--- src/verilog/soc_pkg.sv ---
package soc_pkg;

    // AXI4-Lite channels driven by the master
    typedef struct packed {
        logic        aw_valid;
        logic [31:0] aw_addr;
        logic        w_valid;
        logic [31:0] w_data;
        logic [3:0]  w_strb;
        logic        b_ready;
        logic        ar_valid;
        logic [31:0] ar_addr;
        logic        r_ready;
    } axi_lite_req_t;

    // AXI4-Lite channels driven by the slave
    typedef struct packed {
        logic        aw_ready;
        logic        w_ready;
        logic        b_valid;
        logic [1:0]  b_resp;
        logic        ar_ready;
        logic        r_valid;
        logic [31:0] r_data;
        logic [1:0]  r_resp;
    } axi_lite_rsp_t;

    // Broadcast from the interconnect to every peripheral
    // addr is the word-aligned byte offset inside the selected window
    typedef struct packed {
        logic        wr;
        logic        rd;
        logic [15:0] addr;
        logic [31:0] wdata;
        logic [3:0]  wstrb;
    } peri_req_t;

    // Read data, due one cycle after rd
    typedef struct packed {
        logic [31:0] rdata;
    } peri_rsp_t;

    localparam logic [1:0] RESP_OKAY   = 2'd0;
    localparam logic [1:0] RESP_DECERR = 2'd3;

    // Address map
    localparam logic [31:0] DMEM_BASE  = 32'h0000_0000;
    localparam logic [31:0] DMEM_MASK  = 32'hFFFF_0000;
    localparam logic [31:0] CLINT_BASE = 32'h0200_0000;
    localparam logic [31:0] CLINT_MASK = 32'hFFFF_0000;
    localparam logic [31:0] UART_BASE  = 32'h1000_0000;
    localparam logic [31:0] UART_MASK  = 32'hFFFF_F000;

    // UART registers
    localparam logic [15:0] UART_TXDATA = 16'h0000;
    localparam logic [15:0] UART_RXDATA = 16'h0004;
    localparam logic [15:0] UART_CTRL   = 16'h0008;

    // CLINT registers
    localparam logic [15:0] CLINT_MTIMECMP_LO = 16'h4000;
    localparam logic [15:0] CLINT_MTIMECMP_HI = 16'h4004;
    localparam logic [15:0] CLINT_MTIME_LO    = 16'hBFF8;
    localparam logic [15:0] CLINT_MTIME_HI    = 16'hBFFC;

    // Replace only the strobed bytes of a word
    function automatic logic [31:0] merge_strb(logic [31:0] old_word,
                                               logic [31:0] new_word,
                                               logic [3:0]  strb);
        logic [31:0] res;
        res = old_word;
        for (int i = 0; i < 4; i++) begin
            if (strb[i]) begin
                res[8*i +: 8] = new_word[8*i +: 8];
            end
        end
        return res;
    endfunction

endpackage : soc_pkg
--- src/verilog/uart.sv ---
`timescale 1ns/1ps

module uart
    import soc_pkg::*;
#(
    parameter int UART_CLKS_PER_BIT = 16
) (
    input  logic      clk,
    input  logic      rst_i,

    input  peri_req_t peri_req_i,
    input  logic      uart_sel_i,
    output peri_rsp_t uart_rsp_o,
    output logic      uart_irq_o,

    input  logic      uart_rxd_i,
    output logic      uart_txd_o
);

localparam int CNT_W = $clog2(UART_CLKS_PER_BIT + 1);
localparam logic [CNT_W-1:0] BIT_LAST = CNT_W'(UART_CLKS_PER_BIT - 1);
localparam logic [CNT_W-1:0] HALF_BIT = CNT_W'(UART_CLKS_PER_BIT / 2 - 1);

logic             tx_wr;
logic             rx_rd;
logic             ctrl_wr;
logic             rx_ie;

logic             tx_busy;
logic [9:0]       tx_shift;
logic [3:0]       tx_bit_cnt;
logic [CNT_W-1:0] tx_clk_cnt;

logic [1:0]       rx_sync;
logic             rx_busy;
logic [3:0]       rx_bit_cnt;
logic [CNT_W-1:0] rx_clk_cnt;
logic [7:0]       rx_shift;
logic [7:0]       rx_data;
logic             rx_valid;

assign tx_wr   = uart_sel_i && peri_req_i.wr && (peri_req_i.addr == UART_TXDATA);
assign ctrl_wr = uart_sel_i && peri_req_i.wr && (peri_req_i.addr == UART_CTRL);
assign rx_rd   = uart_sel_i && peri_req_i.rd && (peri_req_i.addr == UART_RXDATA);

// Transmitter, frame is {stop, data, start} shifted out LSB first
always_ff @(posedge clk) begin
    if (rst_i) begin
        tx_busy    <= 1'b0;
        tx_bit_cnt <= '0;
        tx_clk_cnt <= '0;
    end else if (!tx_busy) begin
        // Writes while busy never reach this branch
        if (tx_wr) begin
            tx_busy    <= 1'b1;
            tx_shift   <= {1'b1, peri_req_i.wdata[7:0], 1'b0};
            tx_bit_cnt <= '0;
            tx_clk_cnt <= '0;
        end
    end else if (tx_clk_cnt == BIT_LAST) begin
        tx_clk_cnt <= '0;
        if (tx_bit_cnt == 4'd9) begin
            tx_busy <= 1'b0;
        end else begin
            tx_bit_cnt <= tx_bit_cnt + 4'd1;
            tx_shift   <= {1'b1, tx_shift[9:1]};
        end
    end else begin
        tx_clk_cnt <= tx_clk_cnt + 1'b1;
    end
end

assign uart_txd_o = tx_busy ? tx_shift[0] : 1'b1;

// Receiver, bit 0 is the start bit and bit 9 the stop bit
always_ff @(posedge clk) begin
    if (rst_i) begin
        rx_sync    <= 2'b11;
        rx_busy    <= 1'b0;
        rx_bit_cnt <= '0;
        rx_clk_cnt <= '0;
        rx_valid   <= 1'b0;
    end else begin
        rx_sync <= {rx_sync[0], uart_rxd_i};
        if (rx_rd) begin
            rx_valid <= 1'b0;
        end
        if (!rx_busy) begin
            if (!rx_sync[1]) begin
                rx_busy    <= 1'b1;
                rx_bit_cnt <= '0;
                rx_clk_cnt <= HALF_BIT;
            end
        end else if (rx_clk_cnt != '0) begin
            rx_clk_cnt <= rx_clk_cnt - 1'b1;
        end else begin
            // Mid-bit sample point
            rx_clk_cnt <= BIT_LAST;
            rx_bit_cnt <= rx_bit_cnt + 4'd1;
            if (rx_bit_cnt == 4'd0) begin
                // Glitch, not a real start bit
                if (rx_sync[1]) begin
                    rx_busy <= 1'b0;
                end
            end else if (rx_bit_cnt == 4'd9) begin
                rx_busy <= 1'b0;
                if (rx_sync[1]) begin
                    rx_data  <= rx_shift;
                    rx_valid <= 1'b1;
                end
            end else begin
                rx_shift <= {rx_sync[1], rx_shift[7:1]};
            end
        end
    end
end

always_ff @(posedge clk) begin
    if (rst_i) begin
        rx_ie <= 1'b0;
    end else if (ctrl_wr) begin
        rx_ie <= peri_req_i.wdata[0];
    end
end

assign uart_irq_o = rx_valid && rx_ie;

// Register read port
always_ff @(posedge clk) begin
    if (rst_i) begin
        uart_rsp_o.rdata <= '0;
    end else if (uart_sel_i && peri_req_i.rd) begin
        case (peri_req_i.addr)
            UART_TXDATA: uart_rsp_o.rdata <= {31'b0, tx_busy};
            UART_RXDATA: uart_rsp_o.rdata <= {23'b0, rx_valid, rx_data};
            UART_CTRL:   uart_rsp_o.rdata <= {31'b0, rx_ie};
            default:     uart_rsp_o.rdata <= '0;
        endcase
    end
end

endmodule : uart

--- config.mk ---
export PLATFORM = sky130hd
export DESIGN_NAME = uart
export DESIGN_NICKNAME = d
export VERILOG_FILES = /design/src/verilog/soc_pkg.sv /design/src/verilog/uart.sv
export SDC_FILE = /design/constraint.sdc
export NUM_CORES = 1
export LEC_CHECK = 0
export BUFFER_PORTS_ARGS = -buffer_cell sky130_fd_sc_hd__buf_2
export CAP_MARGIN = 20
export CORE_MARGIN = 1
export CORE_UTILIZATION = 45
export DETAILED_ROUTE_END_ITERATION = 6
export PLACE_DENSITY = 0.76
export SLEW_MARGIN = 20
export SYNTH_ARGS = -nofsm -noshare
export SYNTH_HDL_FRONTEND = slang
export SYNTH_SLANG_ARGS = --single-unit
--- constraint.sdc ---
create_clock -name clk -period 1.8 [get_ports clk]
set_input_delay 0.09 -clock clk [delete_from_list [all_inputs] [get_ports clk]]
set_output_delay 0.09 -clock clk [all_outputs]
set_load 0.02 [all_outputs]
* After elaboration in Yosys (flattened, before gate mapping)
Index checks and enable logic that the tools add are counted.
Word-level totals: bits in registers 82, input port bits 58, output and inout bits 34, word-level logic and storage cells 79
Cells by class: add/subtract/negate cells 4, eq/ne operators 9, multiplexer cells 34, bitwise logic cells 4, reduce and logical (&&, ||, !) cells 15
Operator list (count):
- 2-to-1 mux 10 bit | 4
- 2-to-1 mux 5 bit | 6
- 2-to-1 mux 4 bit | 7
- one-hot mux 9 bit (3 select lines) | 1
- == test 16 x 3 -> 1 bit (second input constant) | 1
- == test 16 x 4 -> 1 bit (second input constant) | 1
- zero test 16 bit | 1
- 2-to-1 mux 1 bit | 16
- adder 4 x 1 -> 4 bit (second input constant) | 2
- == test 4 bit (second input constant) | 2
- logical AND 1 bit | 6
- AND reduction 6 bit | 1
- adder 5 x 1 -> 5 bit (second input constant) | 1
- == test 5 x 4 -> 1 bit (second input constant) | 1
- AND reduction 5 bit | 1
- nonzero test 5 bit | 1
- subtractor 5 x 1 -> 5 bit (second input constant) | 1
- zero test 4 bit | 1
- inequality test 2 x 1 -> 1 bit (second input constant) | 2
- inequality test 2 bit (second input constant) | 2
- NOT 1 bit | 4
- AND reduction 4 bit | 1
- AND reduction 3 bit | 1
- AND reduction 2 bit | 1
- nonzero test 2 bit | 1

* Logic depth before layout (Yosys ltp)
Gate-level depths: netlist (run 1).
word-level depth 8, depth in mapped cells 6

* Least setup slack after synthesis (run 1)
No wires, ideal clock.
kind register to register, from reg rx_clk_cnt[0], to reg rx_shift[0] (enable), data arrival time 1.554 ns, data required time 1.427 ns, path slack -0.127 ns, cell stages (with the launch flop) 6, period minus slack after synthesis 1.927 ns, path through dfxtp_1 inv_1 ha_1 nor4b_4 and4bb_1 nor2b_1
On the way: longest elaborated chain between the ends 3
RTL lines:
- start: declaration | line uart.sv:37 | logic [CNT_W-1:0] rx_clk_cnt;
- start signal: assignment | line uart.sv:95 | rx_clk_cnt <= rx_clk_cnt - 1'b1;
- nonzero test 5 bit | line uart.sv:94 | end else if (rx_clk_cnt != '0) begin
- NOT 1 bit (no line)
- AND reduction 5 bit (no line)
- end signal: assignment | line uart.sv:112 | rx_shift <= {rx_sync[1], rx_shift[7:1]};
- end: declaration | line uart.sv:38 | logic [7:0] rx_shift;
Every way passes these cells. A chain may end at the register's enable or synchronous reset.

* Worst setup path after layout (run 1)
from reg rx_clk_cnt[0], to reg rx_shift[5] (enable)
The elaborated chain is that of the path after synthesis.

==> summary.txt, run 1 <==
Global routing
  – Total gr overflow: 0
  – Vias in the first global route: 1,942
  – Antenna violations before repair: 0
  – Global-route wire length before repair: 8.183 mm
  – GRT Util Overall: 17.33%
  – Largest net degree at the start of global routing: 17

Floorplanning
  – Core ar.: 0.005642 mm²
  – # rows: 27
  – Io pins: 92
  – Die height: 79.27 µm
  – Initial Util: 47.62%
  – Die Width: 79.27 µm
  – Die Area: 0.006283 mm²

Setup path
  – Worst Setup Path Type: flip-flop to flip-flop
  – R2r setup slk: 0.12 ns
  – R2R depth: 6
  – Worst path cell trace: inv_1 -> ha_2 -> nor4b_4 -> and4bb_1 -> nor2b_2 -> buf_4
  – Worst setup SP type: flip-flop
  – Max incr delay on CP: 0.34 ns
  – FF-to-FF End: rx_shift[5]$_DFFE_PP_
  – Max Fanout on Critical Path: 6
  – R2r startpoint: rx_clk_cnt[0]$_SDFFE_PP0P_
  – CP max-delay cell: dfxtp_1
  – Crit end category: flip-flop
  – Critical path data arrival time: 1.72 ns
  – CP required: 1.85 ns

Timing
  – Peak Freq: 0.5968 GHz
  – Clock skew: 0.005547 ns
  – Fin worst setup slack: 0.1244 ns
  – Min Tclk post-route: 1.676 ns
  – Worst-margin pin slew: 0.6220 ns
  – Final period utilization: 93.09%
  – Unrepaired setup endpoints after global routing: false
  – Pins Over Slew Limit: 0
  – Final setup violation count: 0
  – Max-slew headroom: 58.53%
  – Final hold vios: 0

Routing
  – DRT antenna net count: 0
  – Starting DRT DRC Count: 83
  – Vias/cell: 5.158
  – Total wire length: 4.961 mm
  – Wire length per cell: 13.09 µm
  – Detailed-route via count: 1,955
  – DRC: 0
  – First-pass DRT Iterations: 4

Synth
  – Async SR Flop Fraction: 0%
  – Leading area contributor after synthesis: edfxtp_1
  – Synth top cells by count: dfxtp_1, edfxtp_1, buf_4, nand2_1, inv_1
  – Share of the synthesized area in the top cell type: 27.95%
  – Synth area leaders: edfxtp_1, dfxtp_1, buf_4
  – Cell Area, Synth: 0.002686 mm²
  – Mapped Avg Cell Area: 11.24 µm²
  – Mapped Cells: 239
  – Register area share after synthesis: 52.54%
  – Yosys reg bits: 58
  – Top-count cell post-synth: dfxtp_1
  – Synth warnings: 0
  – Top FF cell, synth: dfxtp_1
  – EDFF count, synth: 25
  – Synth cell types: 56

Power
  – P_leak: 0.001311 µW
  – Max IR drop VDD: 512.4 µV
  – Total chip power: 2883 µW
  – Power Density: 886.9 mW/mm²

Min path
  – Hold Crit Class: primary input to flip-flop
  – Worst hold stages: 2
  – Hold path start: peri_req_i[6]
  – Hold Path End: tx_shift[3]$_DFFE_PP_

Place
  – GP Congestion: 0.7817
  – Post-Place Worst Slack: -0.03646 ns
  – Count of input and output buffers: 40
  – HPWL after DPL: 3.552 mm

Run
  – Max cap viols: 0

Clock network
  – Max Root-Sink Buffers: 2
  – Clock transition at path regs: 0.06 ns
  – CTS tree: built
  – Root cell of the clock tree: clkbuf_8
  – Clock sinks: 58
  – Setup bufs post-CTS: 0
  – Htree depth: 3
  – Later-pin clock latency in the skew report: 0.33 ns
  – Total CTS buffers: 9

Finish
  – Layout cells sized above 1: 30.94%
  – Ant. Diodes: 0
  – Area growth syn-to-layout: 21.01%
  – Final nets: 367

Status
  – Status: finished, final reports clean
-- per-layer routing --
metal / part of all wire [%] / routed length [µm] / global-route usage [%]
met5: 0 / 0 / 0
met4: 2.3 / 116 / 9.818
met3: 5.1 / 253 / 5.862
met2: 49 / 2415 / 29.40
met1: 44 / 2176 / 18.81
-- cells in the final DEF, fill, tap and decap left out, types with 6 or more instances in the layout --
cell type   n
buf_2      40
dfxtp_1    33
edfxtp_1   25
conb_1     23
nand2_1    20
buf_4      17
inv_1      10
nor2_1      9
a21oi_1     9
clkbuf_8    9
a22o_1      8
mux2_2      6
o21ai_0     6
a311oi_1    6
ha_1        6
-- per-stage QoR --
| step | hold slack [ns] | instance area, µm² | util, % | std cells | TNS, ns |
|---|---|---|---|---|---|
| floorplan | 0.1938 | 2779 | - | 261 | 0 |
| finish | 0.05309 | 3251 | 57.62 | 379 | 0 |
| global route | 0.04219 | 3251 | 57.62 | 379 | 0 |
| CTS | 0.0002504 | 3233 | 57.31 | 378 | 0 |
| global placement | 0.2752 | 3013 | 53.40 | 361 | -0.3624 |
| detailed placement | 0.2753 | 3013 | 53.40 | 361 | -0.3273 |
-- repair_timing --
action,CTS,global route
setup endpoints to repair,0,15
hold buffers,1,1
gates resized for setup,0,2
endpoints found under the hold margin,1,1
-- cell families after synthesis --
| group | Yosys count | share of synthesized area, % |
|---|---|---|
| and+or+nand+nor | 75 | 18.30 |
| DFF | 58 | 52.54 |
| AOI/OAI and AO/OA | 51 | 13.88 |
| buffers and inverters | 40 | 8.989 |
| muxes | 7 | 2.888 |
| adders and majority gates | 7 | 3.260 |
| other | 1 | 0.1396 |
-- report_power, final --
| group | leakage [µW] | internal, µW | switching [µW] |
|---|---|---|---|
| clock | 0.000107 | 778 | 512 |
| combinational | 0.000712 | 82.5 | 123 |
| sequential | 0.000492 | 1380 | 12.6 |
-- state kept, by name (all words and copies together) (netlist names), 2 cells and up --
name,cells
tx_clk_cnt,5
rx_data,8
rx_shift,8
rx_bit_cnt,4
rx_sync,2
uart_rsp_o,9
tx_shift,9
tx_bit_cnt,4
rx_clk_cnt,5
-- worst max-delay path by stage --
stage / start / end / slack, ns / cells past startpoint
final: rx_clk_cnt[0]$_SDFFE_PP0P_ / rx_shift[5]$_DFFE_PP_ / 0.12 / 6
after global routing: rx_clk_cnt[0]$_SDFFE_PP0P_ / rx_data[0]$_DFFE_PP_ / 0.006 / 6
after CTS: rx_clk_cnt[0]$_SDFFE_PP0P_ / rx_shift[5]$_DFFE_PP_ / 0.1 / 6
after detailed placement: peri_req_i[49] / tx_shift[1]$_DFFE_PP_ / -0.04 / 6
after global placement: peri_req_i[37] / tx_shift[8]$_SDFFCE_PP1P_ / -0.04 / 6
after floorplan: rx_clk_cnt[0]$_SDFFE_PP0P_ / rx_data[0]$_DFFE_PP_ / 0.02 / 5
-- worst max-delay path: cells and delay by family, from the launching register on --
family | cells | cell delay (ns)
adders and majority gates | 1 | 0.20
buffers and inverters | 2 | 0.25
DFF | 1 | 0.34
and+or+nand+nor | 3 | 0.61
-- area by class of cell --
class / instances / area [µm²]
clock buffers: 11 / 131.4
clock inverters: 5 / 78.83
fillers: 485 / 2391
inverters: 10 / 37.54
multi-input cells: 163 / 1134
flip-flops and latches: 58 / 1411
well taps: 72 / 90.09
repair buffers: 60 / 367.9
Note: power is estimated with default switching activity, not from simulation.
==> run 2: changes to the inputs <==
RECOVER_POWER = 100   (was unset)
SETUP_SLACK_MARGIN = 0.3   (was unset)
==> run 2 against run 1 <==
  * Maximum frequency is 0.33% higher
  * Critical path depth is the same
  * Core utilization up 4.1 points
==> summary.txt, run 2 (synthesized netlist as in run 1, its figures left out) <==
Setup path
  – Critical path data arrival time: 1.72 ns (about the same)
  – FF-to-FF End: tx_shift[0]$_SDFFCE_PN0P_ (was rx_shift[5]$_DFFE_PP_)
  – R2R depth: 6 (unchanged)
  – Worst path cell trace: clkbuf_1 -> buf_4 -> nand2_2 -> a211oi_4 -> buf_6 -> buf_16 (was inv_1 -> ha_2 -> nor4b_4 -> and4bb_1 -> nor2b_2 -> buf_4)
  – Max Fanout on Critical Path: 9 (was 6)
  – Worst Setup Path Type: flip-flop to flip-flop (unchanged)
  – Critical path buffers and inverters: 4 (was 2)
  – Delay-heaviest family, CP: buffers and inverters (was simple AND/OR/NAND/NOR gates)
  – Crit end category: flip-flop (unchanged)
  – Worst setup SP type: flip-flop (unchanged)
  – Max incr delay on CP: 0.39 ns (was 0.34 ns)
  – R2r setup slk: 0.13 ns (was 0.12 ns)
  – CP max-delay cell: dfxtp_1 (unchanged)
  – R2r startpoint: tx_busy$_SDFF_PP0_ (was rx_clk_cnt[0]$_SDFFE_PP0P_)
  – CP required: 1.85 ns (about the same)

Global routing
  – Global-route wire length before repair: 8.694 mm (was 8.183 mm)
  – Total gr overflow: 0 (unchanged)
  – Antenna violations before repair: 0 (unchanged)
  – Vias in the first global route: 1,991 (was 1,942)
  – Largest net degree at the start of global routing: 18 (was 17)
  – GRT Util Overall: 18.37% (was 17.33%)

Power
  – Sequential share of power: 48.7% (was 48.2%)
  – Total chip power: 2848 µW (was 2883 µW)
  – NetSw: 627.7 µW (was 647.2 µW)
  – Max IR drop VDD: 416.0 µV (was 512.4 µV)
  – P_leak: 0.001343 µW (was 0.001311 µW)
  – Clock power share: 43.4% (was 44.7%)
  – Comb pwr share: 8.0% (was 7.1%)
  – Power Internal: 2220 µW (was 2236 µW)
  – Power Density: 818.2 mW/mm² (was 886.9 mW/mm²)
  – Switching Fraction: 22.04% (was 22.45%)

Floorplanning
  – Die Width: 79.27 µm (unchanged)
  – Die Area: 0.006283 mm² (unchanged)
  – Io pins: 92 (unchanged)
  – # rows: 27 (unchanged)
  – Core ar.: 0.005642 mm² (unchanged)
  – Initial Util: 47.62% (unchanged)
  – Die height: 79.27 µm (unchanged)

Clock network
  – Clock transition at path regs: 0.07 ns (was 0.06 ns)
  – Clock sinks: 58 (unchanged)
  – CTS tree: built (unchanged)
  – Later-pin clock latency in the skew report: 0.33 ns (about the same)
  – Htree depth: 3 (unchanged)
  – Max Root-Sink Buffers: 2 (unchanged)
  – Total CTS buffers: 9 (unchanged)
  – Root cell of the clock tree: clkbuf_8 (unchanged)

Finish
  – Fill cells: 441 (was 485)
  – Non-Filler Instances: 396 (was 379)
  – Final nets: 384 (was 367)
  – Largest regs: tx_shift: 9 flops, uart_rsp_o: 9 flops (unchanged)
  – Area growth syn-to-layout: 29.58% (was 21.01%)
  – Finished Cell Area: 0.003481 mm² (was 0.003251 mm²)
  – Layout cells sized above 1: 33.02% (was 30.94%)
  – Most common cell after layout, fill and taps aside: dfxtp_1 (was buf_2)
  – Ant. Diodes: 0 (unchanged)
  – Most frequent cells in the layout: dfxtp_1, buf_2, edfxtp_1 (was buf_2, dfxtp_1, edfxtp_1)

Place
  – Post-Place Worst Slack: -0.003263 ns (was -0.03646 ns)
  – Placed cells: 354 (was 361)
  – HPWL after DPL: 3.402 mm (was 3.552 mm)
  – GP Congestion: 0.8039 (was 0.7817)
  – Count of input and output buffers: 40 (unchanged)
  – Placed cell area: 0.002992 mm² (was 0.003013 mm²)

Timing
  – Worst-margin pin slew: 0.6392 ns (was 0.6220 ns)
  – Final period utilization: 92.78% (was 93.09%)
  – Final hold vios: 0 (unchanged)
  – Peak Freq: 0.5988 GHz (was 0.5968 GHz)
  – Min Tclk post-route: 1.670 ns (was 1.676 ns)
  – Max-slew headroom: 57.39% (was 58.53%)
  – Final setup violation count: 0 (unchanged)
  – Fin worst setup slack: 0.1299 ns (was 0.1244 ns)
  – Pins Over Slew Limit: 0 (unchanged)
  – Fin Setup TNS: 0 ns (unchanged)
  – Unrepaired setup endpoints after global routing: true (was false)
  – Clock skew: 0.01138 ns (was 0.005547 ns)

Run
  – Max cap viols: 0 (unchanged)

Routing
  – Top layer in use: met4 (unchanged)
  – Vias/cell: 5.351 (was 5.158)
  – Detailed-route via count: 2,119 (was 1,955)
  – First-pass DRT Iterations: 4 (unchanged)
  – Starting DRT DRC Count: 148 (was 83)
  – DRT antenna net count: 0 (unchanged)
  – Wire length per cell: 14.65 µm (was 13.09 µm)
  – Detail Route met3 WL: 338 µm (was 253 µm)
  – DRC: 0 (unchanged)
  – DR WL met2: 2.965 mm (was 2.415 mm)
  – Met1 WL: 2.386 mm (was 2.176 mm)
  – Total wire length: 5.803 mm (was 4.961 mm)

Min path
  – Hold Crit Class: primary input to flip-flop (unchanged)
  – Hold path start: peri_req_i[11] (was peri_req_i[6])
  – Worst hold stages: 2 (unchanged)
  – Hold Path End: tx_shift[8]$_SDFFCE_PP1P_ (was tx_shift[3]$_DFFE_PP_)

Status
  – Status: finished, final reports clean (unchanged)
-- run 2: cell count changes in the layout (fill, tap and decap cells not counted), sizes merged --
cell,delta
dlygate4sd3,-1
buf,-3
clkinv,-2
clkbuf,+24
bufinv,-1
-- run 2: layer usage --
metal  vias up  track usage [%]
met5         -                0
met4         0            10.73
met3        15            6.207
met2        98            31.72
met1       991            19.34
li1       1015                -
-- run 2: metrics by stage --
stage,util (%),hold slack [ns]
CTS,60.32,0.001444
global route,61.70,0.01933
detailed placement,53.03,0.2799
floorplan,-,0.1938
finish,61.70,0.02169
global placement,53.03,0.2759
-- run 2: area by class of cell --
type	instances	area (µm²)	area share, %
Tap cell	72	90.09	2.588
Clock inverter	2	35.03	1.006
Inverter	10	40.04	1.150
Clock buffer	14	172.7	4.960
Sequential cell	58	1424	40.91
Multi-Input combinational cell	163	1221	35.08
Timing Repair Buffer	77	498.0	14.31
-- run 2: what timing repair did --
action,4_1_cts,5_1_grt
pin swaps,8,9
hold endpoints to repair,1,0
cloned,1,0
hold buffers,1,0
endpoints found under the setup margin,27,30
setup buffers,16,8
gates resized for setup,17,15
-- run 2: how the worst max path moves through the flow --
| stage | cells past startpoint | from | end |
|---|---|---|---|
| after global placement | 6 | peri_req_i[37] | tx_shift[8]$_SDFFCE_PP1P_ |
| after global routing | 6 | tx_busy$_SDFF_PP0_ | tx_shift[8]$_SDFFCE_PP1P_ |
| final | 6 | tx_busy$_SDFF_PP0_ | tx_shift[0]$_SDFFCE_PN0P_ |
| after detailed placement | 6 | peri_req_i[50] | tx_shift[8]$_SDFFCE_PP1P_ |
| after CTS | 5 | rx_clk_cnt[0]$_SDFFE_PP0P_ | rx_shift[3]$_DFFE_PP_ |
| after floorplan | 4 | peri_req_i[50] | tx_shift[0]$_SDFFCE_PN0P_ |
-- run 2: power groups by stage --
stage                     Combinational (µW)  Clock (µW)  Sequential (µW)
after floorplan                          169           0             1420
after global placement                   197           0             1420
after detailed placement                 202           0             1420
after CTS                                220        1250             1380
after global routing                     250        1320             1390
final                                    227        1230             1390
