[src/verilog/soc_pkg.sv]
package soc_pkg;

    // AXI4-Lite channels driven by the master
    typedef struct packed {
        logic        aw_valid;
        logic [31:0] aw_addr;
        logic        w_valid;
        logic [31:0] w_data;
        logic [3:0]  w_strb;
        logic        b_ready;
        logic        ar_valid;
        logic [31:0] ar_addr;
        logic        r_ready;
    } axi_lite_req_t;

    // AXI4-Lite channels driven by the slave
    typedef struct packed {
        logic        aw_ready;
        logic        w_ready;
        logic        b_valid;
        logic [1:0]  b_resp;
        logic        ar_ready;
        logic        r_valid;
        logic [31:0] r_data;
        logic [1:0]  r_resp;
    } axi_lite_rsp_t;

    // Broadcast from the interconnect to every peripheral
    // addr is the word-aligned byte offset inside the selected window
    typedef struct packed {
        logic        wr;
        logic        rd;
        logic [15:0] addr;
        logic [31:0] wdata;
        logic [3:0]  wstrb;
    } peri_req_t;

    // Read data, due one cycle after rd
    typedef struct packed {
        logic [31:0] rdata;
    } peri_rsp_t;

    localparam logic [1:0] RESP_OKAY   = 2'd0;
    localparam logic [1:0] RESP_DECERR = 2'd3;

    // Address map
    localparam logic [31:0] DMEM_BASE  = 32'h0000_0000;
    localparam logic [31:0] DMEM_MASK  = 32'hFFFF_0000;
    localparam logic [31:0] CLINT_BASE = 32'h0200_0000;
    localparam logic [31:0] CLINT_MASK = 32'hFFFF_0000;
    localparam logic [31:0] UART_BASE  = 32'h1000_0000;
    localparam logic [31:0] UART_MASK  = 32'hFFFF_F000;

    // UART registers
    localparam logic [15:0] UART_TXDATA = 16'h0000;
    localparam logic [15:0] UART_RXDATA = 16'h0004;
    localparam logic [15:0] UART_CTRL   = 16'h0008;

    // CLINT registers
    localparam logic [15:0] CLINT_MTIMECMP_LO = 16'h4000;
    localparam logic [15:0] CLINT_MTIMECMP_HI = 16'h4004;
    localparam logic [15:0] CLINT_MTIME_LO    = 16'hBFF8;
    localparam logic [15:0] CLINT_MTIME_HI    = 16'hBFFC;

    // Replace only the strobed bytes of a word
    function automatic logic [31:0] merge_strb(logic [31:0] old_word,
                                               logic [31:0] new_word,
                                               logic [3:0]  strb);
        logic [31:0] res;
        res = old_word;
        for (int i = 0; i < 4; i++) begin
            if (strb[i]) begin
                res[8*i +: 8] = new_word[8*i +: 8];
            end
        end
        return res;
    endfunction

endpackage : soc_pkg
[src/verilog/dbus_interconnect.sv]
`timescale 1ns/1ps

module dbus_interconnect
    import soc_pkg::*;
(
    input  logic          clk,
    input  logic          rst_i,

    // External AXI4-Lite slave port
    input  axi_lite_req_t bus_req_i,
    output axi_lite_rsp_t bus_rsp_o,

    // Peripheral side
    output peri_req_t     peri_req_o,
    output logic          dmem_sel_o,
    output logic          uart_sel_o,
    output logic          clint_sel_o,
    input  peri_rsp_t     dmem_rsp_i,
    input  peri_rsp_t     uart_rsp_i,
    input  peri_rsp_t     clint_rsp_i
);

typedef enum logic [1:0] {ST_IDLE, ST_STROBE, ST_CAPTURE, ST_RESPOND} state_e;

state_e      state_q;
logic        rd_go;
logic        wr_go;
logic [31:0] dec_addr;
// One-hot {clint, uart, dmem}
logic [2:0]  dec_sel;
logic [2:0]  sel_q;
logic        is_wr_q;
logic [15:0] off_q;
logic [31:0] wdata_q;
logic [3:0]  wstrb_q;
logic [1:0]  resp_q;
logic [31:0] rdata_mux;
logic [31:0] rdata_q;
logic        b_valid_q;
logic        r_valid_q;

// Read has priority over a pending write
assign rd_go = (state_q == ST_IDLE) && bus_req_i.ar_valid;
assign wr_go = (state_q == ST_IDLE) && !bus_req_i.ar_valid
             && bus_req_i.aw_valid && bus_req_i.w_valid;

assign dec_addr = bus_req_i.ar_valid ? bus_req_i.ar_addr : bus_req_i.aw_addr;

always_comb begin
    dec_sel[0] = (dec_addr & DMEM_MASK)  == DMEM_BASE;
    dec_sel[1] = (dec_addr & UART_MASK)  == UART_BASE;
    dec_sel[2] = (dec_addr & CLINT_MASK) == CLINT_BASE;
end

always_ff @(posedge clk) begin
    if (rst_i) begin
        state_q   <= ST_IDLE;
        sel_q     <= '0;
        b_valid_q <= 1'b0;
        r_valid_q <= 1'b0;
    end else begin
        case (state_q)
            ST_IDLE: begin
                if (rd_go || wr_go) begin
                    state_q <= ST_STROBE;
                    sel_q   <= dec_sel;
                end
            end
            ST_STROBE: state_q <= ST_CAPTURE;
            ST_CAPTURE: begin
                state_q   <= ST_RESPOND;
                b_valid_q <= is_wr_q;
            end
            ST_RESPOND: begin
                if (is_wr_q) begin
                    if (bus_req_i.b_ready) begin
                        b_valid_q <= 1'b0;
                        sel_q     <= '0;
                        state_q   <= ST_IDLE;
                    end
                end else if (!r_valid_q) begin
                    // Data was captured on the previous edge
                    r_valid_q <= 1'b1;
                end else if (bus_req_i.r_ready) begin
                    r_valid_q <= 1'b0;
                    sel_q     <= '0;
                    state_q   <= ST_IDLE;
                end
            end
            default: state_q <= ST_IDLE;
        endcase
    end
end

// Transaction payload
always_ff @(posedge clk) begin
    if (rd_go || wr_go) begin
        is_wr_q <= wr_go;
        off_q   <= {dec_addr[15:2], 2'b00};
        wdata_q <= bus_req_i.w_data;
        wstrb_q <= bus_req_i.w_strb;
        resp_q  <= (|dec_sel) ? RESP_OKAY : RESP_DECERR;
    end
    if (state_q == ST_CAPTURE) begin
        rdata_q <= rdata_mux;
    end
end

// Unmapped reads fall through to zero
always_comb begin
    rdata_mux = '0;
    if (sel_q[0]) begin
        rdata_mux = dmem_rsp_i.rdata;
    end else if (sel_q[1]) begin
        rdata_mux = uart_rsp_i.rdata;
    end else if (sel_q[2]) begin
        rdata_mux = clint_rsp_i.rdata;
    end
end

always_comb begin
    peri_req_o.wr    = (state_q == ST_STROBE) && is_wr_q && (|sel_q);
    peri_req_o.rd    = (state_q == ST_STROBE) && !is_wr_q && (|sel_q);
    peri_req_o.addr  = off_q;
    peri_req_o.wdata = wdata_q;
    peri_req_o.wstrb = wstrb_q;
end

assign dmem_sel_o  = sel_q[0];
assign uart_sel_o  = sel_q[1];
assign clint_sel_o = sel_q[2];

always_comb begin
    bus_rsp_o.aw_ready = wr_go;
    bus_rsp_o.w_ready  = wr_go;
    bus_rsp_o.b_valid  = b_valid_q;
    bus_rsp_o.b_resp   = resp_q;
    bus_rsp_o.ar_ready = rd_go;
    bus_rsp_o.r_valid  = r_valid_q;
    bus_rsp_o.r_data   = rdata_q;
    bus_rsp_o.r_resp   = resp_q;
end

endmodule : dbus_interconnect

[config.mk]
export PLATFORM = sky130hd
export DESIGN_NAME = dbus_interconnect
export DESIGN_NICKNAME = d
export VERILOG_FILES = /design/src/verilog/soc_pkg.sv /design/src/verilog/dbus_interconnect.sv
export SDC_FILE = /design/constraint.sdc
export NUM_CORES = 1
export LEC_CHECK = 0
export ABC_AREA = 1
export BUFFER_PORTS_ARGS = -buffer_cell sky130_fd_sc_hd__clkbuf_2
export CAP_MARGIN = 20
export CORE_AREA = 2 2 118 120
export CTS_CLUSTER_DIAMETER = 60
export DETAILED_ROUTE_END_ITERATION = 8
export DIE_AREA = 0 0 120 122
export GPL_TIMING_DRIVEN = 1
export PLACE_DENSITY = 0.64
export SLEW_MARGIN = 25
export SYNTH_ARGS = -nofsm -noshare
export SYNTH_HDL_FRONTEND = slang
export SYNTH_SLANG_ARGS = --single-unit
[constraint.sdc]
create_clock -name clk -period 9.2 [get_ports clk]
set_input_delay 0.46 -clock clk [delete_from_list [all_inputs] [get_ports clk]]
set_output_delay 0.46 -clock clk [all_outputs]
set_load 0.01 [all_outputs]
### After elaboration in Yosys (flattened, before gate mapping)

Cells that the tools add are included.

* word-level logic and storage cells: 65
* output and inout port bits: 98
* bits in registers: 92

* equality and inequality tests: 11
* reductions and logical operators: 21
* muxes and demuxes: 22
* bitwise operators: 1

Operators by type and width (count)
* $mux 32: 4
* $logic_not 32->1: 1
* $eq 20x17->1 const B: 1
* $eq 16x10->1 const B: 1
* $mux 3: 5
* $mux 2: 6
* $ne 3x3->1 const B: 3
* $logic_and 1x1->1: 8
* $pmux 2 s4: 1
* $pmux 3 s2: 1
* $reduce_or 3->1: 2
* $reduce_and 5->1: 1
* $eq 2x2->1 const B: 2
* $mux 1: 4
* $ne 2x2->1 const B: 2
* $reduce_and 4->1: 1
* $reduce_bool 2->1: 2
* $reduce_and 3->1: 1
* $eq 2x1->1 const B: 1
* $logic_not 1->1: 2
* $logic_not 2->1: 1
* $ne 2x1->1 const B: 1
* $pmux 1 s2: 1
* $reduce_and 2->1: 1
* 2 further kinds: 2

### Depth between registers and ports, before layout

Gate-level depths: netlist of the first run.

* depth after elaboration: 7
* mapped depth: 11
* gate-level depth less buffers: 10

### Worst setup path after synthesis of the first run

No wires, ideal clock.

* path type: register to register
* start: register state_q[0]
* end: register is_wr_q, enable pin
* stages on the path, launching flop included: 5
* data required time: 8.721 ns
* period minus slack after synthesis: 3.712 ns
* arrival: 3.233 ns
* path slack: 5.488 ns
* path through: dfxtp_1 > inv_1 > ha_1 > inv_1 > a21oi_1

* cells in the longest elaborated chain, start to end: 5
* elaborated cells between the ends (all ways): 6

Ends and longest elaborated chain
* start: declaration: line dbus_interconnect.sv:25 `state_e state_q;`
* start signal: assignment: line dbus_interconnect.sv:57 `state_q <= ST_IDLE;`
* start signal: assignment: line dbus_interconnect.sv:65 `state_q <= ST_STROBE;`
* start signal: assignment: line dbus_interconnect.sv:69 `ST_STROBE: state_q <= ST_CAPTURE;`
* $logic_not 2->1 *: line dbus_interconnect.sv:43, dbus_interconnect.sv:44
* $logic_and 1x1->1: line dbus_interconnect.sv:44 `assign wr_go = (state_q == ST_IDLE) && !bus_req_i.ar_valid`
* $logic_and 1x1->1 (2 in series): line dbus_interconnect.sv:45 `&& bus_req_i.aw_valid && bus_req_i.w_valid;`
* $logic_or 1x1->1 *: line dbus_interconnect.sv:97 `if (rd_go || wr_go) begin`
* end signal: assignment: line dbus_interconnect.sv:98 `is_wr_q <= wr_go;`
* end: declaration: line dbus_interconnect.sv:32 `logic is_wr_q;`

Mark *: on every way between the ends. The rest lies on a longest branch, timed or not.
A chain may end at the register's enable or synchronous reset.

### Final worst setup path of the first run

* start: input port bus_req_i[33] (netlist bit)
* end: register wdata_q[30], enable pin

* cells in the longest elaborated chain, start to end: 5
* elaborated cells between the ends (all ways): 6

Ends and longest elaborated chain
* start: declaration: line dbus_interconnect.sv:10 `input axi_lite_req_t bus_req_i,`
* $logic_not 1->1: line dbus_interconnect.sv:44
* $logic_and 1x1->1: line dbus_interconnect.sv:44
* $logic_and 1x1->1 (2 in series): line dbus_interconnect.sv:45
* $logic_or 1x1->1 *: line dbus_interconnect.sv:97
* end signal: assignment: line dbus_interconnect.sv:100 `wdata_q <= bus_req_i.w_data;`
* end: declaration: line dbus_interconnect.sv:34 `logic [31:0] wdata_q;`

Marks and branches as above.

==> metrics.txt, run 1 <==
# TYPE chip_impl_metric gauge
chip_impl_info{name="reg2reg_from",value="state_q[0]$_SDFFE_PP0P_"} 1
chip_impl_metric{name="met2_use_gr",unit="%"} 27.0
chip_impl_metric{name="finalSetupViolations",unit=""} 0
chip_impl_metric{name="first_iter_violations",unit=""} 179
chip_impl_metric{name="min_period",unit="ns"} 2.14
chip_impl_metric{name="layout.cells.non_filler",unit=""} 837
chip_impl_metric{name="worst_hold_slack",unit="ns"} 0.297
chip_impl_metric{name="wl",unit="mm"} 11.2
chip_impl_metric{name="post_cts_setup_buffer_count",unit=""} 0
chip_impl_metric{name="worst_path_largest_cell_delay",unit="ns"} 0.54
chip_impl_metric{name="syn-cell-area",unit="mm²"} 0.00406
chip_impl_info{name="global_route.peak_usage_layer",value="met2"} 1
chip_impl_metric{name="clock_buffers_created_by_tritoncts",unit=""} 9
chip_impl_metric{name="drt_first_pass_iters",unit=""} 5
chip_impl_metric{name="synth-warning-count",unit=""} 0
chip_impl_metric{name="slew_violations",unit=""} 0
chip_impl_metric{name="drc",unit=""} 0
chip_impl_metric{name="grt.overflow.total",unit=""} 0
chip_impl_metric{name="worst_skew_pair.late_latency",unit="ns"} 0.33
chip_impl_metric{name="clkSinkCount",unit=""} 91
chip_impl_metric{name="cts_stage_hold_buffer_count",unit=""} 0
chip_impl_metric{name="postSynthRegisterBits",unit=""} 91
chip_impl_metric{name="grt_pass1_vias",unit=""} 3529
chip_impl_metric{name="ios",unit=""} 301
chip_impl_metric{name="synth_edf_count",unit=""} 84
chip_impl_metric{name="initial_cell_density_of_the_core",unit="%"} 30.1
chip_impl_metric{name="worst-r2r-cell-count",unit=""} 5
chip_impl_metric{name="worst_pin_slew",unit="ns"} 0.728
chip_impl_metric{name="path_clk_slew",unit="ns"} 0.07
chip_impl_metric{name="detail-route-antenna-nets",unit=""} 0
chip_impl_metric{name="ffs_w_async_s_r_synth",unit="%"} 0
chip_impl_metric{name="share_of_final_layout_standard_cells_stronger_than_drive_strength_1",unit="%"} 49.3
chip_impl_metric{name="tns",unit="ns"} 0
chip_impl_info{name="clock_tree.root_cell",value="sky130_fd_sc_hd__clkbuf_16"} 1
chip_impl_metric{name="grt_max_degree",unit=""} 68
chip_impl_metric{name="die_area",unit="mm²"} 0.0146
chip_impl_metric{name="grt_pass1_wl",unit="mm"} 16.3
chip_impl_metric{name="ff2ff_setup_slack",unit="ns"} 7.23
chip_impl_metric{name="critical_path.max_fanout",unit=""} 46
chip_impl_info{name="cp-start-kind",value="input port"} 1
chip_impl_metric{name="post-place-ws",unit="ns"} 6.69
chip_impl_metric{name="grtUsageMet3",unit="%"} 4.03
chip_impl_metric{name="post_cts.resized_instances",unit=""} 0
chip_impl_metric{name="vias_per_cell",unit=""} 4.47
chip_impl_metric{name="insertedDiodeCount",unit=""} 0
chip_impl_metric{name="post_synth.cell_area_avg",unit="µm²"} 10.9
chip_impl_metric{name="synthToLayoutAreaGrowth",unit="%"} 47.7
chip_impl_metric{name="fp-row-count",unit=""} 43
chip_impl_metric{name="final_cell_area",unit="mm²"} 0.00600
chip_impl_info{name="whs_endpoint",value="wdata_q[29]$_DFFE_PP_"} 1
chip_impl_metric{name="critical_path_buf_inv_count",unit=""} 3
chip_impl_metric{name="gr-usage-met1",unit="%"} 15.1
chip_impl_metric{name="maxCapViolCount",unit=""} 0
chip_impl_metric{name="synth.distinct_cells",unit=""} 28
chip_impl_metric{name="number_of_antenna_violations_at_the_first_check_in_global_routing",unit=""} 0
chip_impl_metric{name="timing.final.crit_share",unit="%"} 23.3
chip_impl_metric{name="max-clock-path-buffers",unit=""} 2
chip_impl_metric{name="final_worst_setup_slack",unit="ns"} 7.06
chip_impl_metric{name="cp.required",unit="ns"} 9.17
chip_impl_info{name="tritoncts_clock_tree",value="yes"} 1
chip_impl_info{name="run_status",value="finished, final reports clean"} 1
chip_impl_metric{name="post-layout-total-power",unit="mW"} 1.38
chip_impl_metric{name="wire_per_inst",unit="µm"} 13.4
chip_impl_metric{name="timing.clock.skew",unit="ns"} 0.00742
chip_impl_metric{name="fillers",unit=""} 1306
chip_impl_info{name="timing.critical_path.cells",value="clkbuf_2 -> inv_2 -> a21oi_4 -> buf_4"} 1
chip_impl_info{name="worst_path_max_delay_cell",value="sky130_fd_sc_hd__buf_4"} 1
chip_impl_metric{name="total_power_density_per_cell_area",unit="mW/mm²"} 230
chip_impl_metric{name="ctsHtreeMaxLevel",unit=""} 3
chip_impl_metric{name="dieWidth",unit="µm"} 120
chip_impl_metric{name="half_perimeter_wire_length_of_the_detailed_placement_result",unit="mm"} 8.89
chip_impl_metric{name="final_hold_viol_count",unit=""} 0
chip_impl_metric{name="fp.coreArea",unit="mm²"} 0.0135
chip_impl_info{name="critical_path.reg2reg.endpoint",value="wdata_q[30]$_DFFE_PP_"} 1
chip_impl_info{name="timing.critical_path.max_delay_family",value="buffers and inverters"} 1
chip_impl_metric{name="postLayoutCoreUtil",unit="%"} 44.4
chip_impl_info{name="cp-end-kind",value="flop"} 1
chip_impl_metric{name="max-vdd-ir-drop",unit="mV"} 0.107
chip_impl_metric{name="post-place-cells",unit=""} 821
chip_impl_metric{name="max-slew-margin-rel",unit="%"} 51.3
chip_impl_metric{name="post_dp_cell_area",unit="mm²"} 0.00565
chip_impl_info{name="holdCritStartpoint",value="bus_req_i[68]"} 1
chip_impl_metric{name="synth.yosys.seq_area_share",unit="%"} 65.6
chip_impl_metric{name="power.leakage",unit="nW"} 2.77
chip_impl_metric{name="synth_cells",unit=""} 371
chip_impl_info{name="setup_repair_after_global_routing_missed_its_margin",value="no"} 1
chip_impl_metric{name="groute.usage.overall",unit="%"} 14.3
chip_impl_metric{name="portBuffers",unit=""} 294
chip_impl_metric{name="fmaxAchievable",unit="MHz"} 467
chip_impl_info{name="criticalPathCategory",value="in2reg"} 1
chip_impl_info{name="hold_path.class",value="in2reg"} 1
chip_impl_metric{name="whs_path_depth",unit=""} 1
chip_impl_metric{name="layout.nets",unit=""} 860
chip_impl_info{name="yosys_most_used_dff",value="sky130_fd_sc_hd__edfxtp_1"} 1
chip_impl_metric{name="dieHeight",unit="µm"} 122
chip_impl_metric{name="worst-endpoint-arrival",unit="ns"} 2.11
chip_impl_metric{name="place_congestion",unit=""} 0.796
chip_impl_metric{name="detailroute.via_count",unit=""} 3742
## placed cells by master, fill, tap and decap left out, drive strengths merged, types with 4 or more instances in the layout
| cell type | n |
|---|---|
| nand3b | 4 |
| dfxtp | 7 |
| nor2 | 21 |
| nand3 | 10 |
| nor3 | 5 |
| inv | 25 |
| a22oi | 32 |
| o21ai | 33 |
| clkbuf | 304 |
| nand2 | 105 |
| a21oi | 8 |
| edfxtp | 84 |
| ha | 5 |
## sequential cells by signal, indices dropped and copies added, names as in the netlist
name / cells
wdata_q: 32
wstrb_q: 4
state_q: 2
sel_q: 3
resp_q: 1
off_q: 14
is_wr_q: 1
r_valid_q: 1
rdata_q: 32
b_valid_q: 1
## logic make-up (layout without fill, tap and decap cells)
logic type                 count (synthesis)  in the layout  share of synthesized area, %
AOI/OAI and AO/OA                         77             77                          11.9
adders and majority gates                  5              5                          1.54
buffers and inverters                     50            335                          5.91
DFF                                       91             91                          65.6
other                                      1              2                        0.0923
and+or+nand+nor                          147            147                          15.0
## synth_stat cells, drive strengths merged, types with 5 or more instances
master	count	area (µm²)
nand2	105	397
edfxtp	84	2520
o21ai	33	169
a22oi	32	240
inv	22	82.6
nor2	21	83.8
buf	15	109
clkbuf	13	48.8
nand3	10	55.1
a21oi	8	43.8
dfxtp	7	140
ha	5	62.6
nor3	5	25.0
## final cells by class
class	instances	area [µm²]	area share (%)
sequential	91	2670	44.5
timing repair buffer	297	1490	24.9
multi-input combinational	231	1180	19.7
clock buffer	10	229	3.82
tap	180	225	3.76
clock inverter	6	119	1.98
inverter	22	82.6	1.38
## power breakdown
part	switching, mW	internal (mW)
combinational	0.209	0.122
sequential	0.0315	0.590
clock	0.155	0.269
total	0.395	0.982
## routing by layer
metal | routed length (µm) | vias to the layer above | share of wire [%]
met1 | 4070 | 1707 | 36
met4 | 235 | 0 | 2.1
met2 | 6010 | 167 | 54
met3 | 855 | 18 | 7.7
li1 | - | 1850 | -
met5 | 0 | - | 0
## worst max-delay path by stage
stage / startpoint / to / cells past startpoint
final: bus_req_i[33] / wdata_q[30]$_DFFE_PP_ / 4
after floorplan: state_q[0]$_SDFFE_PP0P_ / is_wr_q$_DFFE_PP_ / 4
after global placement: bus_req_i[33] / wdata_q[0]$_DFFE_PP_ / 4
after CTS: sel_q[0]$_SDFFE_PP0P_ / peri_req_o[52] / 3
after global routing: state_q[0]$_SDFFE_PP0P_ / bus_rsp_o[39] / 5
after detailed placement: bus_req_i[33] / wdata_q[0]$_DFFE_PP_ / 4
(Power assumes the default switching activity.)
==> run 2, diff against run 1 <==
PLACE_DENSITY = 0.67   (was 0.64)
clock period = 1.7 ns   (was 9.2 ns; I/O delays follow)
==> metrics.txt, run 2 (synthesized netlist as in run 1, its figures left out) <==
# TYPE chip_impl_metric gauge
chip_impl_info{name="run_status",value="finished, final reports clean"} 1
chip_impl_metric{name="max-vdd-ir-drop",unit="mV"} 0.450
chip_impl_metric{name="half_perimeter_wire_length_of_the_detailed_placement_result",unit="mm"} 9.14
chip_impl_metric{name="drc",unit=""} 0
chip_impl_metric{name="area.sequential",unit="mm²"} 0.00267
chip_impl_info{name="cp-start-kind",value="flop"} 1
chip_impl_info{name="setup_repair_after_global_routing_missed_its_margin",value="no"} 1
chip_impl_info{name="worst_path_max_delay_cell",value="sky130_fd_sc_hd__dfxtp_2"} 1
chip_impl_info{name="commonest_non_fill_non_tap_cells_in_the_layout",value="sky130_fd_sc_hd__clkbuf_2, sky130_fd_sc_hd__nand2_1, sky130_fd_sc_hd__edfxtp_1"} 1
chip_impl_metric{name="internal_power",unit="mW"} 5.01
chip_impl_metric{name="worst-endpoint-arrival",unit="ns"} 1.42
chip_impl_metric{name="fp-row-count",unit=""} 43
chip_impl_metric{name="ios",unit=""} 301
chip_impl_metric{name="min_period",unit="ns"} 1.51
chip_impl_metric{name="multi_input_area",unit="mm²"} 0.00119
chip_impl_metric{name="fp.coreArea",unit="mm²"} 0.0135
chip_impl_metric{name="drt_first_pass_iters",unit=""} 4
chip_impl_info{name="mostFrequentLayoutCell",value="sky130_fd_sc_hd__clkbuf_2"} 1
chip_impl_metric{name="portBuffers",unit=""} 294
chip_impl_metric{name="max-clock-path-buffers",unit=""} 2
chip_impl_metric{name="synthToLayoutAreaGrowth",unit="%"} 58.6
chip_impl_info{name="timing.critical_path.cells",value="inv_2 -> ha_4 -> inv_2 -> nor3_2 -> clkbuf_2"} 1
chip_impl_metric{name="vias_per_cell",unit=""} 4.39
chip_impl_metric{name="slew_violations",unit=""} 0
chip_impl_info{name="clock_tree.root_cell",value="sky130_fd_sc_hd__clkbuf_16"} 1
chip_impl_metric{name="final_cell_area",unit="mm²"} 0.00644
chip_impl_metric{name="initial_cell_density_of_the_core",unit="%"} 30.1
chip_impl_metric{name="fmaxAchievable",unit="MHz"} 663
chip_impl_info{name="criticalPathCategory",value="reg2out"} 1
chip_impl_metric{name="clockPowerShare",unit="%"} 26.4
chip_impl_metric{name="layout.nets",unit=""} 904
chip_impl_metric{name="ctsHtreeMaxLevel",unit=""} 3
chip_impl_metric{name="fillers",unit=""} 1288
chip_impl_metric{name="die_area",unit="mm²"} 0.0146
chip_impl_info{name="biggestRegsByFlops",value="rdata_q (32), wdata_q (32), off_q (14)"} 1
chip_impl_metric{name="post_dp_cell_area",unit="mm²"} 0.00575
chip_impl_info{name="timing.critical_path.max_delay_family",value="buffers and inverters"} 1
chip_impl_metric{name="final_hold_viol_count",unit=""} 0
chip_impl_metric{name="insertedDiodeCount",unit=""} 0
chip_impl_metric{name="grt.overflow.total",unit=""} 0
chip_impl_metric{name="detail-route-antenna-nets",unit=""} 0
chip_impl_metric{name="dieHeight",unit="µm"} 122
chip_impl_info{name="cp-end-kind",value="primary output"} 1
chip_impl_metric{name="postLayoutCoreUtil",unit="%"} 47.7
chip_impl_metric{name="groute.usage.overall",unit="%"} 15.5
chip_impl_info{name="hold_path.class",value="in2reg"} 1
chip_impl_metric{name="clkSinkCount",unit=""} 91
chip_impl_metric{name="clock_buffers_created_by_tritoncts",unit=""} 9
chip_impl_info{name="most_repeated_library_cell_on_the_critical_path",value="sky130_fd_sc_hd__inv_2"} 1
chip_impl_metric{name="share_comb_of_total_power",unit="%"} 27.2
chip_impl_metric{name="pwr-share-seq",unit="%"} 46.4
chip_impl_metric{name="grt_max_degree",unit=""} 68
chip_impl_metric{name="post_cts_setup_buffer_count",unit=""} 0
chip_impl_metric{name="share_of_final_layout_standard_cells_stronger_than_drive_strength_1",unit="%"} 47.6
chip_impl_metric{name="total_switching_power",unit="mW"} 2.25
chip_impl_metric{name="cp.required",unit="ns"} 1.62
chip_impl_metric{name="post-layout-total-power",unit="mW"} 7.26
chip_impl_metric{name="path_clk_slew",unit="ns"} 0.07
chip_impl_metric{name="number_of_antenna_violations_at_the_first_check_in_global_routing",unit=""} 0
chip_impl_metric{name="detailroute.via_count",unit=""} 3870
chip_impl_metric{name="grt_pass1_wl",unit="mm"} 17.5
chip_impl_metric{name="worst_path_largest_cell_delay",unit="ns"} 0.33
chip_impl_metric{name="total_power_density_per_cell_area",unit="mW/mm²"} 1130
chip_impl_metric{name="dieWidth",unit="µm"} 120
chip_impl_info{name="tritoncts_clock_tree",value="yes"} 1
chip_impl_metric{name="power.switching_fraction",unit="%"} 30.9
chip_impl_metric{name="post-place-cells",unit=""} 825
chip_impl_metric{name="timing.clock.skew",unit="ns"} 0.00730
chip_impl_metric{name="wl",unit="mm"} 12.0
chip_impl_metric{name="tns",unit="ns"} 0
chip_impl_metric{name="critical_path_buf_inv_count",unit=""} 3
chip_impl_metric{name="worst_skew_pair.late_latency",unit="ns"} 0.34
chip_impl_metric{name="layout.cells.non_filler",unit=""} 881
chip_impl_metric{name="finalSetupViolations",unit=""} 0
chip_impl_metric{name="critical_path.max_fanout",unit=""} 4
chip_impl_metric{name="grt_pass1_vias",unit=""} 3649
chip_impl_metric{name="first_iter_violations",unit=""} 205
chip_impl_metric{name="maxCapViolCount",unit=""} 0
chip_impl_metric{name="timing.final.crit_share",unit="%"} 88.7
chip_impl_metric{name="wire_per_inst",unit="µm"} 13.7
chip_impl_metric{name="place_congestion",unit=""} 0.816
chip_impl_metric{name="power.leakage",unit="nW"} 2.94
## run 2: layout make-up
class,instances,area share [%]
Clock inverter,6,0.894
Timing Repair Buffer,341,30.9
Clock buffer,10,3.56
Inverter,22,1.28
Multi-Input combinational cell,231,18.5
Tap cell,180,3.50
Sequential cell,91,41.4
## run 2: repair_timing
item / CTS / global route
endpoints found under the setup margin: 0 / 2
hold buffers: 40 / 0
hold endpoints to repair: 40 / 0
resized for setup: 0 / 1
## run 2: worst paths after layout
kind	startpoint	endpoint	slack, ns	depth (start not counted)
max	state_q[1]$_SDFFE_PP0P_	bus_rsp_o[39]	0.19	5
min	bus_req_i[82]	off_q[10]$_DFFE_PP_	0.01	3
max reg2reg	state_q[0]$_SDFFE_PP0P_	sel_q[0]$_SDFFE_PP0P_	0.19	7
min reg2reg	b_valid_q$_SDFFE_PP0P_	b_valid_q$_SDFFE_PP0P_	0.47	2
## run 2: metal layers
metal  vias to the layer above  GRT usage (%)  part of all wire, %
met5                         -              0                    0
met4                         0           5.00                  1.4
met3                        10           4.17                  7.7
met2                       166           29.9                   53
met1                      1753           16.1                   37
li1                       1941              -                    -
## run 2: through the flow
step           hold slack, ns  setup slack, ns
4_1_cts              0.000678           0.0297
6_report               0.0146            0.192
3_3_place_gp            0.262            0.253
2_1_floorplan           0.154           -0.176
3_5_place_dp            0.264            0.201
5_1_grt                0.0107           0.0264
## run 2: worst min-delay path, cell delays in order
cell	delay, ns
sky130_fd_sc_hd__clkbuf_2	0.07
sky130_fd_sc_hd__nand2_1	0.04
sky130_fd_sc_hd__nand2_1	0.05
## run 2: power by group through the flow
stage | logic [mW] | clock network [mW] | registers, mW
floorplan | 0.633 | 0 | 3.71
global placement | 1.92 | 0 | 3.39
detailed placement | 1.93 | 0 | 3.42
CTS | 2.01 | 1.97 | 3.38
global route | 2.16 | 2.07 | 3.42
finish | 1.97 | 1.92 | 3.37
==> run 3, diff against run 2 <==
CORE_AREA = 2 2 117 119   (was 2 2 118 120)
CTS_BUF_LIST = sky130_fd_sc_hd__clkbuf_8   (was default)
DIE_AREA = 0 0 119 121   (was 0 0 120 122)
PLACE_DENSITY = 0.65   (was 0.67)
clock period = 1.4 ns   (was 1.7 ns; I/O delays follow)
==> metrics.txt, run 3 (synthesized netlist as in run 1, its figures left out) <==
# TYPE chip_impl_metric gauge
chip_impl_metric{name="worst-endpoint-arrival",unit="ns"} 1.49
chip_impl_metric{name="die_area",unit="mm²"} 0.0144
chip_impl_metric{name="vias_per_cell",unit=""} 4.55
chip_impl_metric{name="dieHeight",unit="µm"} 121
chip_impl_metric{name="drt_first_pass_iters",unit=""} 4
chip_impl_metric{name="detailroute.via_count",unit=""} 4259
chip_impl_metric{name="layout.nets",unit=""} 963
chip_impl_metric{name="path_clk_slew",unit="ns"} 0.09
chip_impl_info{name="criticalPathCategory",value="reg2reg"} 1
chip_impl_metric{name="final_hold_viol_count",unit=""} 0
chip_impl_info{name="failed_checks",value="setup timing"} 1
chip_impl_metric{name="post_dp_cell_area",unit="mm²"} 0.00581
chip_impl_metric{name="ff2ff_setup_slack",unit="ns"} -0.02
chip_impl_metric{name="cp.required",unit="ns"} 1.47
chip_impl_info{name="whs_endpoint",value="rdata_q[8]$_DFFE_PP_"} 1
chip_impl_metric{name="grt_pass1_vias",unit=""} 4168
chip_impl_metric{name="dieWidth",unit="µm"} 119
chip_impl_metric{name="slew_violations",unit=""} 0
chip_impl_metric{name="half_perimeter_wire_length_of_the_detailed_placement_result",unit="mm"} 9.16
chip_impl_info{name="worst_path_max_delay_cell",value="sky130_fd_sc_hd__dfxtp_4"} 1
chip_impl_info{name="cp-end-kind",value="flop"} 1
chip_impl_metric{name="timing.final.crit_share",unit="%"} 102
chip_impl_metric{name="insertedDiodeCount",unit=""} 0
chip_impl_metric{name="fmaxAchievable",unit="MHz"} 703
chip_impl_metric{name="first_iter_violations",unit=""} 214
chip_impl_metric{name="initial_cell_density_of_the_core",unit="%"} 31.0
chip_impl_metric{name="wl",unit="mm"} 13.9
chip_impl_metric{name="grt_max_degree",unit=""} 67
chip_impl_metric{name="worst_path_largest_cell_delay",unit="ns"} 0.38
chip_impl_info{name="biggestRegsByFlops",value="rdata_q (32), wdata_q (32), off_q (14)"} 1
chip_impl_metric{name="post-layout-total-power",unit="mW"} 9.23
chip_impl_metric{name="synthToLayoutAreaGrowth",unit="%"} 75.7
chip_impl_metric{name="power.leakage",unit="nW"} 3.25
chip_impl_info{name="cp-start-kind",value="flop"} 1
chip_impl_metric{name="ctsHtreeMaxLevel",unit=""} 3
chip_impl_metric{name="groute.usage.overall",unit="%"} 17.7
chip_impl_metric{name="detail-route-antenna-nets",unit=""} 0
chip_impl_info{name="setup_repair_after_global_routing_missed_its_margin",value="yes"} 1
chip_impl_metric{name="total_power_density_per_cell_area",unit="mW/mm²"} 1290
chip_impl_info{name="tritoncts_clock_tree",value="yes"} 1
chip_impl_metric{name="final_worst_setup_slack",unit="ns"} -0.0225
chip_impl_info{name="mostFrequentLayoutCell",value="sky130_fd_sc_hd__clkbuf_2"} 1
chip_impl_metric{name="min_period",unit="ns"} 1.42
chip_impl_metric{name="grt_pass1_wl",unit="mm"} 19.9
chip_impl_metric{name="timing.clock.skew",unit="ns"} 0.00864
chip_impl_metric{name="layout.cells.non_filler",unit=""} 936
chip_impl_metric{name="critical_path.max_fanout",unit=""} 16
chip_impl_info{name="critical_path.reg2reg.endpoint",value="rdata_q[24]$_DFFE_PP_"} 1
chip_impl_metric{name="max-vdd-ir-drop",unit="mV"} 0.557
chip_impl_metric{name="final_cell_area",unit="mm²"} 0.00713
chip_impl_metric{name="power.switching_fraction",unit="%"} 32.0
chip_impl_metric{name="share_comb_of_total_power",unit="%"} 35.6
chip_impl_metric{name="worst_skew_pair.late_latency",unit="ns"} 0.35
chip_impl_info{name="run_status",value="finished, violations left"} 1
chip_impl_metric{name="maxCapViolCount",unit=""} 0
chip_impl_metric{name="number_of_antenna_violations_at_the_first_check_in_global_routing",unit=""} 0
chip_impl_info{name="holdCritStartpoint",value="dmem_rsp_i[8]"} 1
chip_impl_metric{name="clockPowerShare",unit="%"} 19.6
chip_impl_metric{name="internal_power",unit="mW"} 6.28
chip_impl_metric{name="portBuffers",unit=""} 294
chip_impl_metric{name="finalSetupViolations",unit=""} 16
chip_impl_info{name="commonest_non_fill_non_tap_cells_in_the_layout",value="sky130_fd_sc_hd__clkbuf_2, sky130_fd_sc_hd__nand2_1, sky130_fd_sc_hd__edfxtp_1"} 1
chip_impl_metric{name="share_of_final_layout_standard_cells_stronger_than_drive_strength_1",unit="%"} 49.5
chip_impl_metric{name="ios",unit=""} 301
chip_impl_metric{name="tns",unit="ns"} -0.312
chip_impl_metric{name="fp-row-count",unit=""} 42
chip_impl_metric{name="worst-r2r-cell-count",unit=""} 4
chip_impl_metric{name="fp.coreArea",unit="mm²"} 0.0131
chip_impl_metric{name="worst_hold_slack",unit="ns"} 0.0240
chip_impl_metric{name="total_switching_power",unit="mW"} 2.96
chip_impl_metric{name="grt.overflow.total",unit=""} 0
chip_impl_info{name="clock_tree.root_cell",value="sky130_fd_sc_hd__clkbuf_8"} 1
chip_impl_metric{name="max-clock-path-buffers",unit=""} 2
chip_impl_metric{name="post-place-cells",unit=""} 830
chip_impl_metric{name="drc",unit=""} 0
chip_impl_metric{name="wire_per_inst",unit="µm"} 14.9
chip_impl_info{name="reg2reg_from",value="state_q[0]$_SDFFE_PP0P_"} 1
chip_impl_metric{name="pwr-share-seq",unit="%"} 44.8
chip_impl_metric{name="clkSinkCount",unit=""} 91
chip_impl_info{name="timing.critical_path.cells",value="inv_4 -> buf_4 -> ha_2 -> clkbuf_16"} 1
chip_impl_info{name="hold_path.class",value="in2reg"} 1
chip_impl_metric{name="clock_buffers_created_by_tritoncts",unit=""} 9
chip_impl_metric{name="whs_path_depth",unit=""} 3
chip_impl_metric{name="place_congestion",unit=""} 0.786
run 3: cell count changes in the layout (fill, tap and decap cells not counted), sizes merged:
cell         delta
clkinv          -1
buf            +24
bufinv          +1
bufbuf          +1
dlygate4sd3    +35
clkbuf          -2
clkinvlp        -2
inv             +3
run 3: per-layer routing:
metal | up-vias | track usage (%) | routed length (µm)
met4 | 0 | 6.32 | 308
met2 | 203 | 35.2 | 7770
met5 | - | 0 | 0
li1 | 2064 | - | -
met1 | 1964 | 18.2 | 5000
met3 | 28 | 3.67 | 865
run 3: worst max path at each step:
stage / startpoint / end / slack, ns / depth (start not counted)
floorplan: state_q[1]$_SDFFE_PP0P_ / is_wr_q$_DFFE_PP_ / -0.48 / 4
global placement: bus_req_i[33] / resp_q[0]$_DFFE_PP_ / 0.03 / 11
detailed placement: state_q[0]$_SDFFE_PP0P_ / sel_q[0]$_SDFFE_PP0P_ / -0.03 / 7
CTS: state_q[1]$_SDFFE_PP0P_ / peri_req_o[52] / -0.04 / 5
global route: state_q[0]$_SDFFE_PP0P_ / sel_q[2]$_SDFFE_PP0P_ / -0.06 / 8
finish: state_q[0]$_SDFFE_PP0P_ / rdata_q[24]$_DFFE_PP_ / -0.02 / 4
run 3: metrics by stage:
step | worst slack (ns) | utilization, %
after floorplan | -0.476 | -
after global placement | 0.0323 | 44.4
after detailed placement | -0.0260 | 44.4
after CTS | -0.0409 | 52.6
after global routing | -0.0583 | 54.5
final | -0.0225 | 54.5
run 3: layout make-up:
cell class | instances | area (µm²)
multi-input combinational | 231 | 1320
tap | 176 | 220
clock inverter | 7 | 75.1
fill | 1109 | 5950
sequential | 91 | 2680
clock buffer | 9 | 124
timing repair buffer | 400 | 2630
inverter | 22 | 92.6
run 3: what timing repair did:
action,in CTS,in global routing
pin swaps,4,5
setup endpoints to repair,57,91
hold buffers,75,0
gates resized for setup,17,26
endpoints found under the hold margin,70,0
setup buffers,3,6
cloned,1,5
run 3: power by group through the flow:
stage / clock, mW / combinational (mW) / sequential [mW]
3_3_place_gp: 0 / 2.35 / 4.13
5_1_grt: 1.98 / 3.50 / 4.20
6_report: 1.81 / 3.29 / 4.14
4_1_cts: 1.89 / 2.71 / 4.11
2_1_floorplan: 0 / 0.769 / 4.51
3_5_place_dp: 0 / 2.40 / 4.16
run 3: critical path, delay by kind of cell (launching register included):
| kind | cells | cell delay [ns] |
|---|---|---|
| adder cells (fa/ha/maj) | 1 | 0.32 |
| buffers and inverters | 3 | 0.44 |
| flip-flops | 1 | 0.38 |
